--- src/hdl/cw_pkg.sv ---
package cw_pkg;

  // command bus register addresses
  localparam logic [5:0] ADDR_KEYER     = 6'h0b;  // reverse, speed, mode, weight, spacing
  localparam logic [5:0] ADDR_PTT_DELAY = 6'h0f;
  localparam logic [5:0] ADDR_HANG      = 6'h10;

  // keyer tick, 48 kHz in hardware
  localparam int TICK_DIV   = 4;                  // clk cycles per tick
  localparam int TICK_CNT_W = $clog2(TICK_DIV);
  localparam logic [TICK_CNT_W-1:0] TICK_LAST = TICK_CNT_W'(TICK_DIV - 1);

  localparam logic [5:0]  TICKS_PER_MS   = 6'd48;
  localparam logic [15:0] DOT_NUMERATOR  = 16'd57600;  // 1200 ms x 48 ticks
  localparam logic [5:0]  WEIGHT_NOMINAL = 6'd50;      // 50 % weight
  localparam logic [3:0]  DEBOUNCE_TICKS = 4'd2;
  localparam logic [5:0]  SPEED_DEFAULT  = 6'd20;      // wpm after reset

  // timing calculator step counter
  localparam logic [5:0] CALC_DIV1_LAST = 6'd24;  // last dot divide step
  localparam logic [5:0] CALC_MUL       = 6'd25;  // dot x 3 x weight
  localparam logic [5:0] CALC_DIV2_LAST = 6'd50;  // last dash divide step
  localparam logic [5:0] CALC_IDLE      = 6'd51;

  typedef enum logic [1:0] {
    MODE_STRAIGHT,
    MODE_A,
    MODE_B
  } cw_mode_e;

  typedef enum logic [2:0] {
    ST_IDLE,
    ST_PTT_WAIT,
    ST_DOT,
    ST_DASH,
    ST_ELEM_SPACE,
    ST_LETTER_SPACE,
    ST_HANG
  } keyer_state_e;

  typedef struct packed {
    logic [5:0]  addr;
    logic [31:0] data;
    logic        rqst;  // one-cycle write strobe
  } cw_cmd_t;

  typedef struct packed {
    logic        reverse;       // swap dot and dash paddles
    logic [5:0]  speed;         // wpm, never 0
    cw_mode_e    mode;
    logic [6:0]  weight;
    logic        spacing;       // letter spacing on
    logic [7:0]  ptt_delay_ms;
    logic [9:0]  hang_ms;
  } cw_cfg_t;

  typedef struct packed {
    logic [15:0] dot_ticks;
    logic [17:0] dash_ticks;
    logic        valid;
  } cw_timing_t;

  typedef struct packed {
    logic dot;
    logic dash;
  } paddle_t;

endpackage
--- src/hdl/cw_keyer_top.sv ---
`timescale 1ns/10ps

module cw_keyer_top import cw_pkg::*; (
  input  logic    clk,
  input  logic    rst,
  input  cw_cmd_t cmd,
  input  logic    dot_key,
  input  logic    dash_key,
  output logic    cw_ptt,
  output logic    cw_keydown
);

  cw_cfg_t    cfg;
  cw_timing_t timing;
  paddle_t    paddles;
  logic       recalc;
  logic       tick;       // from the keyer tick divider

  cw_config_regs i_config_regs (
    .clk    (clk),
    .rst    (rst),
    .cmd    (cmd),
    .cfg    (cfg),
    .recalc (recalc)
  );

  cw_timing_calc i_timing_calc (
    .clk    (clk),
    .rst    (rst),
    .recalc (recalc),
    .speed  (cfg.speed),
    .weight (cfg.weight),
    .timing (timing)
  );

  cw_paddle_input i_paddle_input (
    .clk      (clk),
    .rst      (rst),
    .tick     (tick),
    .dot_key  (dot_key),
    .dash_key (dash_key),
    .reverse  (cfg.reverse),
    .paddles  (paddles)
  );

  cw_iambic_keyer i_iambic_keyer (
    .clk        (clk),
    .rst        (rst),
    .cfg        (cfg),
    .timing     (timing),
    .paddles    (paddles),
    .tick       (tick),
    .cw_ptt     (cw_ptt),
    .cw_keydown (cw_keydown)
  );

endmodule

--- src/hdl/cw_iambic_keyer.sv ---
`timescale 1ns/10ps

module cw_iambic_keyer import cw_pkg::*; (
  input  logic       clk,
  input  logic       rst,
  input  cw_cfg_t    cfg,
  input  cw_timing_t timing,
  input  paddle_t    paddles,
  output logic       tick,
  output logic       cw_ptt,
  output logic       cw_keydown
);

  logic [TICK_CNT_W-1:0] tick_cnt;
  keyer_state_e          state;
  logic [17:0]           dur_cnt;     // element and space length in ticks
  logic [15:0]           dot_len;     // dot length latched at element start
  logic [13:0]           delay_cnt;
  logic [15:0]           hang_cnt;
  logic [15:0]           hang_load;
  logic                  dot_mem;
  logic                  dash_mem;
  logic                  last_dash;
  logic                  want_dot;
  logic                  want_dash;
  logic                  pick_dot;
  logic                  pick_dash;
  logic                  want_any;
  logic                  press_any;
  logic                  set_dot_mem;
  logic                  set_dash_mem;
  logic                  elem_go;
  logic                  start_elem;

  always_ff @(posedge clk) begin
    if (rst) begin
      tick_cnt <= '0;
      tick     <= 1'b0;
    end else begin
      tick     <= (tick_cnt == TICK_LAST);
      tick_cnt <= (tick_cnt == TICK_LAST) ? '0 : tick_cnt + 1'b1;
    end
  end

  assign want_dot  = paddles.dot | dot_mem;
  assign want_dash = paddles.dash | dash_mem;
  assign press_any = paddles.dot | paddles.dash;
  assign hang_load = {6'b0, cfg.hang_ms} * {10'b0, TICKS_PER_MS};

  // mode A only remembers a tap, not a squeeze
  assign set_dash_mem = paddles.dash & ((cfg.mode == MODE_B) | ~paddles.dot);
  assign set_dot_mem  = paddles.dot & ((cfg.mode == MODE_B) | ~paddles.dash);

  always_comb begin
    if (cfg.mode == MODE_STRAIGHT) begin
      pick_dot  = paddles.dot;           // straight key on the dot contact
      pick_dash = 1'b0;
    end else begin
      // squeeze alternates, a new sequence starts with a dot
      pick_dot  = want_dot & (~want_dash | last_dash |
                              (state == ST_PTT_WAIT) | (state == ST_HANG));
      pick_dash = want_dash & ~pick_dot;
    end
  end

  assign want_any = pick_dot | pick_dash;

  // states where the next element may begin on this tick
  always_comb begin
    case (state)
      ST_PTT_WAIT:                    elem_go = (delay_cnt == 14'd0);
      ST_ELEM_SPACE, ST_LETTER_SPACE: elem_go = (dur_cnt <= 18'd1);
      ST_HANG:                        elem_go = 1'b1;
      default:                        elem_go = 1'b0;
    endcase
  end

  assign start_elem = elem_go & want_any & timing.valid;

  always_ff @(posedge clk) begin
    if (rst) begin
      state      <= ST_IDLE;
      cw_ptt     <= 1'b0;
      cw_keydown <= 1'b0;
      dur_cnt    <= 18'd0;
      delay_cnt  <= 14'd0;
      hang_cnt   <= 16'd0;
      dot_mem    <= 1'b0;
      dash_mem   <= 1'b0;
      last_dash  <= 1'b0;
    end else if (tick) begin
      if (start_elem) begin
        cw_keydown <= 1'b1;
        dot_len    <= timing.dot_ticks;
        if (pick_dot) begin
          state     <= ST_DOT;
          dur_cnt   <= {2'b0, timing.dot_ticks};
          dot_mem   <= 1'b0;
          last_dash <= 1'b0;
        end else begin
          state     <= ST_DASH;
          dur_cnt   <= timing.dash_ticks;
          dash_mem  <= 1'b0;
          last_dash <= 1'b1;
        end
      end else begin
        case (state)
          ST_IDLE: begin
            if (press_any && timing.valid) begin
              cw_ptt    <= 1'b1;
              delay_cnt <= {6'b0, cfg.ptt_delay_ms} * {8'b0, TICKS_PER_MS};
              state     <= ST_PTT_WAIT;
            end
          end
          ST_PTT_WAIT: begin
            if (delay_cnt != 14'd0) begin
              delay_cnt <= delay_cnt - 14'd1;
            end else begin
              state    <= ST_HANG;       // paddle let go during the delay
              hang_cnt <= hang_load;
            end
          end
          ST_DOT: begin
            if (cfg.mode == MODE_STRAIGHT) begin
              if (!paddles.dot) begin
                cw_keydown <= 1'b0;
                state      <= ST_HANG;
                hang_cnt   <= hang_load;
              end
            end else begin
              if (set_dash_mem) dash_mem <= 1'b1;
              if (dur_cnt <= 18'd1) begin
                cw_keydown <= 1'b0;
                state      <= ST_ELEM_SPACE;
                dur_cnt    <= {2'b0, dot_len};
              end else begin
                dur_cnt <= dur_cnt - 18'd1;
              end
            end
          end
          ST_DASH: begin
            if (set_dot_mem) dot_mem <= 1'b1;
            if (dur_cnt <= 18'd1) begin
              cw_keydown <= 1'b0;
              state      <= ST_ELEM_SPACE;
              dur_cnt    <= {2'b0, dot_len};
            end else begin
              dur_cnt <= dur_cnt - 18'd1;
            end
          end
          ST_ELEM_SPACE: begin
            if (dur_cnt > 18'd1) begin
              dur_cnt <= dur_cnt - 18'd1;
            end else if (!want_any && cfg.spacing) begin
              state   <= ST_LETTER_SPACE;     // two more dot lengths
              dur_cnt <= {1'b0, dot_len, 1'b0};
            end else if (!want_any) begin
              state    <= ST_HANG;
              hang_cnt <= hang_load;
            end
          end
          ST_LETTER_SPACE: begin
            if (dur_cnt > 18'd1) begin
              dur_cnt <= dur_cnt - 18'd1;
            end else if (!want_any) begin
              state    <= ST_HANG;
              hang_cnt <= hang_load;
            end
          end
          ST_HANG: begin
            if (hang_cnt == 16'd0) begin
              cw_ptt <= 1'b0;
              state  <= ST_IDLE;
            end else begin
              hang_cnt <= hang_cnt - 16'd1;
            end
          end
          default: state <= ST_IDLE;
        endcase
      end
    end
  end

endmodule

--- src/hdl/cw_paddle_input.sv ---
`timescale 1ns/10ps

module cw_paddle_input import cw_pkg::*; (
  input  logic    clk,
  input  logic    rst,
  input  logic    tick,
  input  logic    dot_key,
  input  logic    dash_key,
  input  logic    reverse,
  output paddle_t paddles
);

  logic [1:0]      meta;        // bit 0 dot, bit 1 dash
  logic [1:0]      sync;
  logic [1:0]      level;       // debounced contact state
  logic [1:0][3:0] stable_cnt;

  // two-flop synchronizer for the asynchronous contacts
  always_ff @(posedge clk) begin
    meta <= {dash_key, dot_key};
    sync <= meta;
  end

  always_ff @(posedge clk) begin
    if (rst) begin
      level      <= 2'b00;
      stable_cnt <= '0;
    end else if (tick) begin
      for (int i = 0; i < 2; i++) begin
        if (sync[i] == level[i]) begin
          stable_cnt[i] <= 4'd0;                  // bounce back, start over
        end else if (stable_cnt[i] == DEBOUNCE_TICKS - 4'd1) begin
          level[i]      <= sync[i];
          stable_cnt[i] <= 4'd0;
        end else begin
          stable_cnt[i] <= stable_cnt[i] + 4'd1;
        end
      end
    end
  end

  assign paddles.dot  = reverse ? level[1] : level[0];  // swap mux
  assign paddles.dash = reverse ? level[0] : level[1];

endmodule

--- src/hdl/cw_timing_calc.sv ---
`timescale 1ns/10ps

module cw_timing_calc import cw_pkg::*; (
  input  logic       clk,
  input  logic       rst,
  input  logic       recalc,
  input  logic [5:0] speed,
  input  logic [6:0] weight,
  output cw_timing_t timing
);

  logic [29:0] acc;         // remainder window in [29:23], quotient shifts in at bit 0
  logic [5:0]  cnt;
  logic [5:0]  div;
  logic [6:0]  sub;
  logic [29:0] step;
  logic [29:0] product;
  logic [15:0] dot_ticks;
  logic [17:0] dash_ticks;
  logic        valid;

  // first pass divides by speed, second pass by the nominal weight
  assign div = (cnt > CALC_DIV1_LAST) ? WEIGHT_NOMINAL : speed;
  assign sub = acc[29:23] - {1'b0, div};

  // restoring step, a borrow keeps the window and shifts in a 0
  assign step = sub[6] ? {acc[28:0], 1'b0} : {sub[5:0], acc[22:0], 1'b1};

  // the 25th step doubles the quotient, so results are taken from bit 1 up
  assign product = {14'b0, acc[16:1]} * 30'd3 * {23'b0, weight};

  always_ff @(posedge clk) begin
    if (rst || recalc) begin
      cnt   <= 6'd0;                    // restart, also mid-calculation
      acc   <= {14'b0, DOT_NUMERATOR};
      valid <= 1'b0;
    end else if (cnt != CALC_IDLE) begin
      cnt <= cnt + 6'd1;
      if (cnt == CALC_MUL) begin
        acc <= product;                 // dot x 3 x weight
      end else begin
        acc <= step;
      end
      if (cnt == CALC_DIV1_LAST) begin
        dot_ticks <= step[16:1];
      end
      if (cnt == CALC_DIV2_LAST) begin
        dash_ticks <= step[18:1];
        valid      <= 1'b1;             // 52 cycles after recalc
      end
    end
  end

  assign timing.dot_ticks  = dot_ticks;
  assign timing.dash_ticks = dash_ticks;
  assign timing.valid      = valid;

endmodule

--- src/hdl/cw_config_regs.sv ---
`timescale 1ns/10ps

module cw_config_regs import cw_pkg::*; (
  input  logic    clk,
  input  logic    rst,
  input  cw_cmd_t cmd,
  output cw_cfg_t cfg,
  output logic    recalc
);

  cw_mode_e   mode_dec;
  logic [5:0] speed_dec;

  // 00 straight, 01 mode A, 10 mode B
  always_comb begin
    case (cmd.data[15:14])
      2'b01:   mode_dec = MODE_A;
      2'b10:   mode_dec = MODE_B;
      default: mode_dec = MODE_STRAIGHT;
    endcase
  end

  assign speed_dec = (cmd.data[13:8] == 6'd0) ? 6'd1 : cmd.data[13:8];  // speed 0 runs as 1

  always_ff @(posedge clk) begin
    if (rst) begin
      cfg.reverse      <= 1'b0;
      cfg.speed        <= SPEED_DEFAULT;
      cfg.mode         <= MODE_STRAIGHT;
      cfg.weight       <= {1'b0, WEIGHT_NOMINAL};
      cfg.spacing      <= 1'b0;
      cfg.ptt_delay_ms <= 8'd0;
      cfg.hang_ms      <= 10'd0;
      recalc           <= 1'b0;
    end else begin
      recalc <= cmd.rqst && (cmd.addr == ADDR_KEYER);  // speed or weight may change
      if (cmd.rqst) begin
        case (cmd.addr)
          ADDR_KEYER: begin
            cfg.reverse <= cmd.data[22];
            cfg.speed   <= speed_dec;
            cfg.mode    <= mode_dec;
            cfg.weight  <= cmd.data[6:0];
            cfg.spacing <= cmd.data[7];
          end
          ADDR_PTT_DELAY: cfg.ptt_delay_ms <= cmd.data[15:8];
          ADDR_HANG:      cfg.hang_ms <= {cmd.data[31:24], cmd.data[17:16]};
          default: ;  // other addresses belong to other blocks
        endcase
      end
    end
  end

endmodule

--- config.mk ---
export PLATFORM = sky130hd
export DESIGN_NAME = cw_keyer_top
export DESIGN_NICKNAME = d
export VERILOG_FILES = /design/src/hdl/cw_pkg.sv /design/src/hdl/cw_keyer_top.sv /design/src/hdl/cw_iambic_keyer.sv /design/src/hdl/cw_paddle_input.sv /design/src/hdl/cw_timing_calc.sv /design/src/hdl/cw_config_regs.sv
export SDC_FILE = /design/constraint.sdc
export NUM_CORES = 1
export LEC_CHECK = 0
export BUFFER_PORTS_ARGS = -buffer_cell sky130_fd_sc_hd__buf_4
export CORE_ASPECT_RATIO = 0.9
export CORE_UTILIZATION = 40
export DETAILED_ROUTE_END_ITERATION = 12
export PLACE_DENSITY = 0.55
export SLEW_MARGIN = 20
export SYNTH_ARGS = -nofsm -noshare
export SYNTH_HDL_FRONTEND = slang
export SYNTH_HIERARCHICAL = 1
export SYNTH_SLANG_ARGS = --single-unit
--- constraint.sdc ---
create_clock -name clk -period 6.15 [get_ports clk]
set_input_delay 0.3075 -clock clk [delete_from_list [all_inputs] [get_ports clk]]
set_output_delay 0.3075 -clock clk [all_outputs]
set_load 0.02 [all_outputs]
==> flow_summary.ini, run 1 <==
[run_status]
status = completed

[drt]
wire_per_inst_um = 16.6
drc = 0
final_antenna_net_count = 0
firstDrtPassIters = 5
drtIter0Drc = 849
routed_via_density = 5.48
finalWirelength_um = 38400
vias = 12700

[synth]
ys_seq_elements = 196
synth.distinct_cells = 104
syn_inst = 1792
synthFlopType = dfxtp_1
synthesis.area_mm2 = 0.0155
ys_seq_area_frac = 0.286
synthesis.nets = 2016
async_flop_share = 0
syn_avg_cell_area_um2 = 8.62
synth_edf_count = 50
yosys_warnings = 6

[floorplanning]
rows = 67
die_w_um = 209
start_util = 0.411
die_area_mm2 = 0.0394
die_y_um = 188
fp.coreArea_mm2 = 0.0376
io_pins = 45

[critical_path]
cp_data_arrival_time_ps = 6240
critical_path.max_fanout = 6
cp-end-kind = flop
cp.required_ps = 6480
crit_type = flop to flop
worst_setup_path_start_kind = flop

[clock_tree]
clk_pin_slew_ps = 70
cts_tree = yes
h-tree-depth = 4
insertion_delay_ps = 450
clock_path_buffers = 2
cts.sinks = 196
root_buffer = clkbuf_16
cts_buffers = 17

[power_and_ir_drop]
power_leakage_nw = 6.92
fin_total_pwr_mw = 3.72
p_per_area_mw_per_mm2 = 216
vdd_ir_drop_max_mv = 0.166

[global_routing]
grt_pass1_vias = 12300
antenna_found_initial = 0
grt_overflow_total = 0
grt_max_degree = 54
grtUsageTotal = 0.199
grt_first_pass_wirelength_um = 64000

[hold_path]
hold_class = input pin to flop

[placement]
dp.cells = 2276
gp_congestion = 0.873
post-dp-hpwl_um = 28600
numPortBuffers = 39

[timing]
finalCriticalPeriod_ps = 5910
hold_viol = 0
tightest_slew_ps = 912
rsz0062_at_grt = no
fmax_mhz = 169
drv_slew = 0
fin_crit_sh = 0.961
skew_ps = 12.3
setup-violations-final = 0
max-slew-margin-rel = 0.389

[layout]
drive_gt1_frac = 0.126
area_growth_pct = 11.4
fin_nets = 2042
antenna_cells = 0
layoutNonFillerInstCount = 2314
final_common_cell = nand2_1
final_cell_mix = nand2_1, a21oi_1, dfxtp_1

[run]
max-cap-violations = 0
-- power by group --
part           switching [mW]  internal, mW  total [mW]  leakage, nW
clock network           0.553         0.537        1.09        0.276
registers              0.0341          1.35        1.38         1.64
logic                   0.682         0.564        1.25         5.00
total                    1.27          2.45        3.72         6.92
-- routing by layer --
| layer | share of wire | track usage |
|---|---|---|
| met1 | 0.52 | 0.287 |
| met2 | 0.45 | 0.316 |
| met3 | 0.028 | 0.0265 |
| met4 | 0.0072 | 0.0416 |
| met5 | 0 | 0 |
-- cell type report --
type / count / area (µm²)
timing repair buffer: 99 / 759
tap: 483 / 604
sequential: 196 / 4430
inverter: 116 / 435
multi-input combinational: 1388 / 10400
clock buffer: 18 / 429
fill: 3692 / 20400
clock inverter: 14 / 143
-- cell families (layout without fill, tap and decap cells) --
logic type / Yosys count / in the layout / synth area share
xor+xnor: 69 / 69 / 0.0401
compound gates: 480 / 480 / 0.201
simple gates: 646 / 646 / 0.222
mux: 12 / 12 / 0.00802
flops: 196 / 196 / 0.286
fa+ha+maj: 181 / 181 / 0.187
buf+inv: 208 / 247 / 0.0561
-- critical path, stage by stage, from the launching register on --
cell and delay, ps:
dfxtp_4 360, buf_4 130, inv_1 80, fa_2 240, nor2b_4 50, o21ai_2 150
a21boi_2 90, o31a_1 330, o41ai_4 410, xor2_4 270, buf_6 150, nor2b_1 50
fa_1 490, fa_1 440, fa_1 540, inv_1 50, fa_1 520, inv_1 70
ha_4 270, buf_6 120, o2111ai_1 130, or2_0 230, o21ba_2 220, o21bai_1 160
xnor2_1 160, o21ai_1 70
-- cells in the mapped netlist, types with 17 or more instances --
master / n / area [µm²]
nand2_1: 163 / 612
fa_1: 83 / 1660
and2_1: 84 / 526
nand2b_1: 22 / 138
dfxtp_1: 146 / 2920
inv_1: 115 / 432
nor3_1: 51 / 255
o21ai_0: 89 / 445
nor2b_1: 25 / 156
nor2_1: 120 / 450
clkbuf_1: 59 / 221
a21oi_1: 163 / 816
edfxtp_1: 50 / 1500
ha_1: 98 / 1230
o21ai_1: 25 / 125
nand3_1: 50 / 250
xor2_1: 30 / 263
a21o_1: 17 / 128
xnor2_1: 37 / 324
and3_1: 21 / 131
-- flip-flops by register name, indices dropped and copies added, names as in the netlist, 8 cells and up --
signal / flops
i_config_regs/cfg: 35
i_iambic_keyer/dot_len: 16
i_iambic_keyer/hang_cnt: 16
i_iambic_keyer/dur_cnt: 18
i_timing_calc/dash_ticks: 18
i_paddle_input/stable_cnt: 8
i_timing_calc/acc: 30
i_iambic_keyer/delay_cnt: 14
i_timing_calc/dot_ticks: 16
-- per-stage QoR --
stage	worst slack, ps	setup TNS, ps	hold WS (ps)	cell area, µm²	utilization
6_report	239	0	115	17200	0.457
5_1_grt	1.32	0	97.9	17200	0.457
4_1_cts	5.15	0	90.5	17000	0.451
3_5_place_dp	-96.3	-367	319	16300	0.434
3_3_place_gp	-3.90	-3.90	311	16300	0.434
2_1_floorplan	198	0	310	15500	-
-- worst paths after layout --
| kind | end | start | depth (start not counted) | slack [ps] |
|---|---|---|---|---|
| worst max-delay path | i_timing_calc/acc[20] | i_timing_calc/acc[2] | 25 | 240 |
| worst min-delay path | i_config_regs/cfg[34] | cmd[23] | 3 | 110 |
| worst max register to register | i_timing_calc/acc[20] | i_timing_calc/acc[2] | 25 | 240 |
| worst min register to register | i_paddle_input/sync[0] | i_paddle_input/meta[0] | 0 | 330 |
-- what timing repair did --
action | 4_1_cts | 5_1_grt
buffers inserted | 0 | 4
pin swaps | 3 | 32
hold buffers | 2 | 0
gates resized for setup | 9 | 47
endpoints found under the setup margin | 7 | 12
endpoints found under the hold margin | 2 | 0
(Power assumes the default switching activity.)
==> run 2: changes to the inputs <==
--- a/config.mk
+++ b/config.mk
@@ -9,7 +9,6 @@
 export CORE_ASPECT_RATIO = 0.9
 export CORE_UTILIZATION = 40
 export DETAILED_ROUTE_END_ITERATION = 12
-export PLACE_DENSITY = 0.55
 export SLEW_MARGIN = 20
 export SYNTH_ARGS = -nofsm -noshare
 export SYNTH_HDL_FRONTEND = slang
==> run 2 against run 1 <==
Clock power barely moved. Largest cell class unchanged. Non-clock buffer count fell by 2. Worst setup slack got worse by 39 ps. Maximum frequency fell by 0.65%. Die area did not move.
==> flow_summary.ini, run 2 (same netlist as run 1, synthesis figures left out) <==
[power_and_ir_drop]
p_switching_mw = 1.25
power_frac_comb = 0.332
intPower_mw = 2.44
p_sw_frac = 0.340
vdd_ir_drop_max_mv = 0.146
pwr-share-seq = 0.374
clkPwrFrac = 0.294
power_leakage_nw = 6.89
p_per_area_mw_per_mm2 = 215

[timing]
setup-violations-final = 0
max-slew-margin-rel = 0.315
drv_slew = 0
skew_ps = 12.7
tightest_slew_ps = 1010
finalCriticalPeriod_ps = 5950
fin_crit_sh = 0.967
fmax_mhz = 168
hold_viol = 0
rsz0062_at_grt = yes

[drt]
firstDrtPassIters = 8
drc = 0
vias = 12900
final_antenna_net_count = 0
finalWirelength_um = 37700
routed_via_density = 5.58
wire_per_inst_um = 16.3
drtIter0Drc = 937

[floorplanning]
rows = 67
start_util = 0.411
die_w_um = 209
io_pins = 45
die_area_mm2 = 0.0394
die_y_um = 188
fp.coreArea_mm2 = 0.0376

[global_routing]
grt_max_degree = 53
grt_overflow_total = 0
antenna_found_initial = 0
grtUsageTotal = 0.194
grt_pass1_vias = 12500
grt_first_pass_wirelength_um = 63300

[layout]
fin_nets = 2040
reg.largest.list = i_config_regs/cfg (35), i_timing_calc/acc (30)
largest_reg_flops = 35
layoutNonFillerInstCount = 2312
area_growth_pct = 11.0
final_common_cell = nand2_1
largest_register = i_config_regs/cfg
fill_cells = 3613
drive_gt1_frac = 0.125
final_cell_mix = nand2_1, a21oi_1, dfxtp_1
utilization = 0.456
antenna_cells = 0

[placement]
gp_congestion = 0.919
dp.cells = 2274
numPortBuffers = 39
post-dp-hpwl_um = 28000

[hold_path]
min_to = i_config_regs/cfg[21]
hold_class = input pin to flop
whs_path_depth = 3
hold_start = cmd[3]

[clock_tree]
cts.sinks = 196
root_buffer = clkbuf_16
insertion_delay_ps = 450
cts_buffers = 17
cts_tree = yes
clock_path_buffers = 2
clk_pin_slew_ps = 80
h-tree-depth = 4

[critical_path]
regToRegEndpoint = i_timing_calc/acc[20]
crit_top_cell = fa_1
path_cells = ha_2 -> buf_4 -> a211oi_2 -> o21ai_2 -> a2111oi_4 -> o21bai_1 -> a21oi_2 -> xnor2_4 -> buf_4 -> and2_1 -> fa_1 -> fa_1 -> fa_1 -> inv_1 -> fa_1 -> inv_1 -> ha_1 -> o21a_1 -> o2111ai_2 -> or2_0 -> o21ba_2 -> o21bai_1 -> xnor2_1 -> o21ai_1
crit_type = flop to flop
slowest_stage = fa_1
cp-end-kind = flop
cp_data_arrival_time_ps = 6280
cpPeakStageDelay_ps = 560
r2r_start = i_timing_calc/acc[2]
critical_path.max_fanout = 7
worst_setup_path_start_kind = flop
cp.required_ps = 6480
rrSetupSlack_ps = 200
reg2reg_depth = 24

[run_status]
status = completed

[run]
max-cap-violations = 0
## run 2: power groups by stage
stage	sequential [mW]	clock (mW)	combinational, mW
global route	1.38	1.17	1.38
global placement	1.41	0	1.11
finish	1.38	1.09	1.22
CTS	1.38	1.12	1.14
floorplan	1.40	0	0.814
detailed placement	1.41	0	1.13
## run 2: per-stage QoR
step	setup WS, ps	total power [mW]	TNS, ps	hold WS [ps]	cell area (µm²)
floorplan	198	2.21	0	310	15500
global placement	-10.5	2.52	-20.0	312	16300
detailed placement	-70.8	2.53	-135	312	16300
CTS	-4.68	3.63	-4.68	110	16900
global route	-54.0	3.93	-237	118	17200
finish	200	3.69	0	128	17200
## run 2: final cells by class
type                    instances  area, µm²  share of cell area
inverters                     116        435              0.0254
multi-input cells            1388      10400               0.605
clock inverters                13        121             0.00707
repair buffers                 97        737              0.0430
well taps                     483        604              0.0352
clock buffers                  19        443              0.0258
flip-flops and latches        196       4430               0.258
## run 2: what timing repair did
action | 4_1_cts | 5_1_grt
endpoints found under the hold margin | 2 | 0
resized for setup | 5 | 48
buffers inserted | 1 | 4
endpoints found under the setup margin | 3 | 12
hold buffers | 2 | 0
pin swaps | 2 | 33
## run 2: per-layer routing
metal	part of all wire	vias to the layer above	global-route usage
li1	-	6408	-
met1	0.51	6188	0.278
met2	0.45	266	0.309
met3	0.032	38	0.0268
met4	0.012	0	0.0458
met5	0	-	0
## run 2: worst max path at each step
stage | startpoint | endpoint | slack [ps] | cells past startpoint
after floorplan | i_timing_calc/acc[2] | i_timing_calc/acc[22] | 200 | 25
after global placement | i_timing_calc/acc[3] | i_timing_calc/acc[21] | -10 | 23
after detailed placement | i_timing_calc/acc[2] | i_timing_calc/acc[22] | -70 | 24
after CTS | i_timing_calc/acc[3] | i_timing_calc/acc[22] | -5 | 23
after global routing | i_timing_calc/acc[2] | i_timing_calc/acc[23] | -50 | 25
final | i_timing_calc/acc[2] | i_timing_calc/acc[20] | 200 | 24
## run 2: critical path: cells and delay by family, from the launching register on
| family | cells | cell delay [ps] |
|---|---|---|
| XOR/XNOR | 2 | 320 |
| AO/OA/AOI/OAI | 10 | 1870 |
| flip-flops | 1 | 360 |
| AND/OR/NAND/NOR | 2 | 370 |
| buffers and inverters | 4 | 390 |
| adder cells (fa/ha/maj) | 6 | 2500 |
==> run 3: changes to the inputs <==
--- a/config.mk
+++ b/config.mk
@@ -9,6 +9,7 @@
 export CORE_ASPECT_RATIO = 0.9
 export CORE_UTILIZATION = 40
 export DETAILED_ROUTE_END_ITERATION = 12
+export RECOVER_POWER = 100
 export SLEW_MARGIN = 20
 export SYNTH_ARGS = -nofsm -noshare
 export SYNTH_HDL_FRONTEND = slang
==> run 3 against run 2 <==
The run now ends with capacitance limit, slew limit left. Combinational power barely moved. Register-to-register slack is essentially flat. Worst setup slack got worse by 3.3 ps. Clock power barely moved. Utilization shrank 0.28 points. Sequential power barely moved. Die area stayed put. Worst hold slack is essentially flat. Critical path type unchanged.
==> flow_summary.ini, run 3 (same netlist as run 1, synthesis figures left out) <==
[critical_path]
cp_data_arrival_time_ps = 6280
worst_setup_path_start_kind = flop
critical_path.max_fanout = 7
crit_type = flop to flop
cp.required_ps = 6470
cp-end-kind = flop

[timing]
fin_crit_sh = 0.968
skew_ps = 14.3
rsz0062_at_grt = yes
hold_viol = 0
drv_slew = 15
tightest_slew_ps = 1520
finalCriticalPeriod_ps = 5950
setup-violations-final = 0
fmax_mhz = 168
max-slew-margin-rel = -0.0171

[clock_tree]
h-tree-depth = 4
cts_tree = yes
root_buffer = clkbuf_16
insertion_delay_ps = 450
cts_buffers = 17
clock_path_buffers = 2
cts.sinks = 196
clk_pin_slew_ps = 80

[placement]
placed_area_mm2 = 0.0163
post-dp-hpwl_um = 28000
numPortBuffers = 39
gp_congestion = 0.919

[run_status]
status = complete, but fails checks
violations = capacitance limit, slew limit

[global_routing]
grt_overflow_total = 0
grt_max_degree = 53
grt_first_pass_wirelength_um = 63300
grt_pass1_vias = 12500
antenna_found_initial = 0
grtUsageTotal = 0.194

[floorplanning]
io_pins = 45
die_w_um = 209
die_area_mm2 = 0.0394
start_util = 0.411
rows = 67
die_y_um = 188
fp.coreArea_mm2 = 0.0376

[layout]
final_common_cell = nand2_1
final_area_mm2 = 0.0171
largest_reg_flops = 35
area_growth_pct = 10.3
final_cell_mix = nand2_1, a21oi_1, dfxtp_1
utilization = 0.453
drive_gt1_frac = 0.111
reg.largest.list = i_config_regs/cfg (35), i_timing_calc/acc (30)
antenna_cells = 0
largest_register = i_config_regs/cfg
fin_nets = 2040

[drt]
firstDrtPassIters = 7
wire_per_inst_um = 16.3
routed_via_density = 5.60
drc = 0
vias = 12900
final_antenna_net_count = 0
finalWirelength_um = 37700
drtIter0Drc = 937

[power_and_ir_drop]
vdd_ir_drop_max_mv = 0.145
power_leakage_nw = 6.82
p_per_area_mw_per_mm2 = 216

[run]
max-cap-violations = 1

[hold_path]
hold_class = input pin to flop
## run 3: cell types whose count changed in the layout (fill, tap and decap cells not counted), sizes merged
cell    change
buf        -14
clkbuf     +14
## run 3: worst paths after layout
path,start,to,slack [ps],cells after the start
worst min-delay path,cmd[8],i_config_regs/cfg[18],130,3
worst max register to register,i_timing_calc/acc[2],i_timing_calc/acc[20],200,24
worst min register to register,i_paddle_input/meta[1],i_paddle_input/sync[1],330,0
worst max-delay path,i_timing_calc/acc[2],i_timing_calc/acc[20],200,24
## run 3: where the power goes
| group | internal, mW | total [mW] | switching (mW) | leakage (nW) |
|---|---|---|---|---|
| Clock | 0.545 | 1.09 | 0.542 | 0.276 |
| Combinational | 0.539 | 1.22 | 0.678 | 4.91 |
| Sequential | 1.35 | 1.38 | 0.0325 | 1.64 |
## run 3: cell type report
class / instances / area [µm²]
multi-input cells: 1388 / 10300
clock buffers: 19 / 443
flip-flops and latches: 196 / 4430
inverters: 116 / 435
clock inverters: 13 / 121
repair buffers: 97 / 692
fillers: 3638 / 20600
well taps: 483 / 604
## run 3: per-stage QoR
step,setup WS (ps),hold slack [ps],power (mW),instances,setup TNS [ps]
floorplan,198,310,2.21,1792,0
finish,197,128,3.68,2312,0
detailed placement,-70.8,312,2.53,2274,-135
CTS,-4.68,110,3.63,2309,-4.68
global route,-53.9,118,3.93,2312,-237
global placement,-10.5,312,2.52,2274,-20.0
## run 3: metal layers
| layer | routed length (µm) | global-route usage | vias up |
|---|---|---|---|
| li1 | - | - | 6411 |
| met1 | 19100 | 0.278 | 6225 |
| met2 | 16900 | 0.309 | 271 |
| met3 | 1260 | 0.0268 | 36 |
| met4 | 443 | 0.0458 | 0 |
| met5 | 0 | 0 | - |
## run 3: repair_timing
item / 4_1_cts / 5_1_grt
buffers inserted: 1 / 4
hold endpoints to repair: 2 / 0
pin swaps: 2 / 33
gates resized for setup: 5 / 48
hold buffers: 2 / 0
endpoints found under the setup margin: 3 / 12
## run 3: critical path: stages, from the launching register on
cell	delay (ps)
dfxtp_4	360
ha_2	180
buf_4	130
a211oi_2	240
o21ai_2	110
a2111oi_4	310
o21bai_1	160
a21oi_2	280
xnor2_4	160
buf_4	160
and2_1	160
fa_1	490
fa_1	440
fa_1	560
inv_1	60
fa_1	530
inv_1	40
ha_1	300
o21a_1	190
o2111ai_2	130
or2_0	220
o21ba_2	220
o21bai_1	170
xnor2_1	160
o21ai_1	70
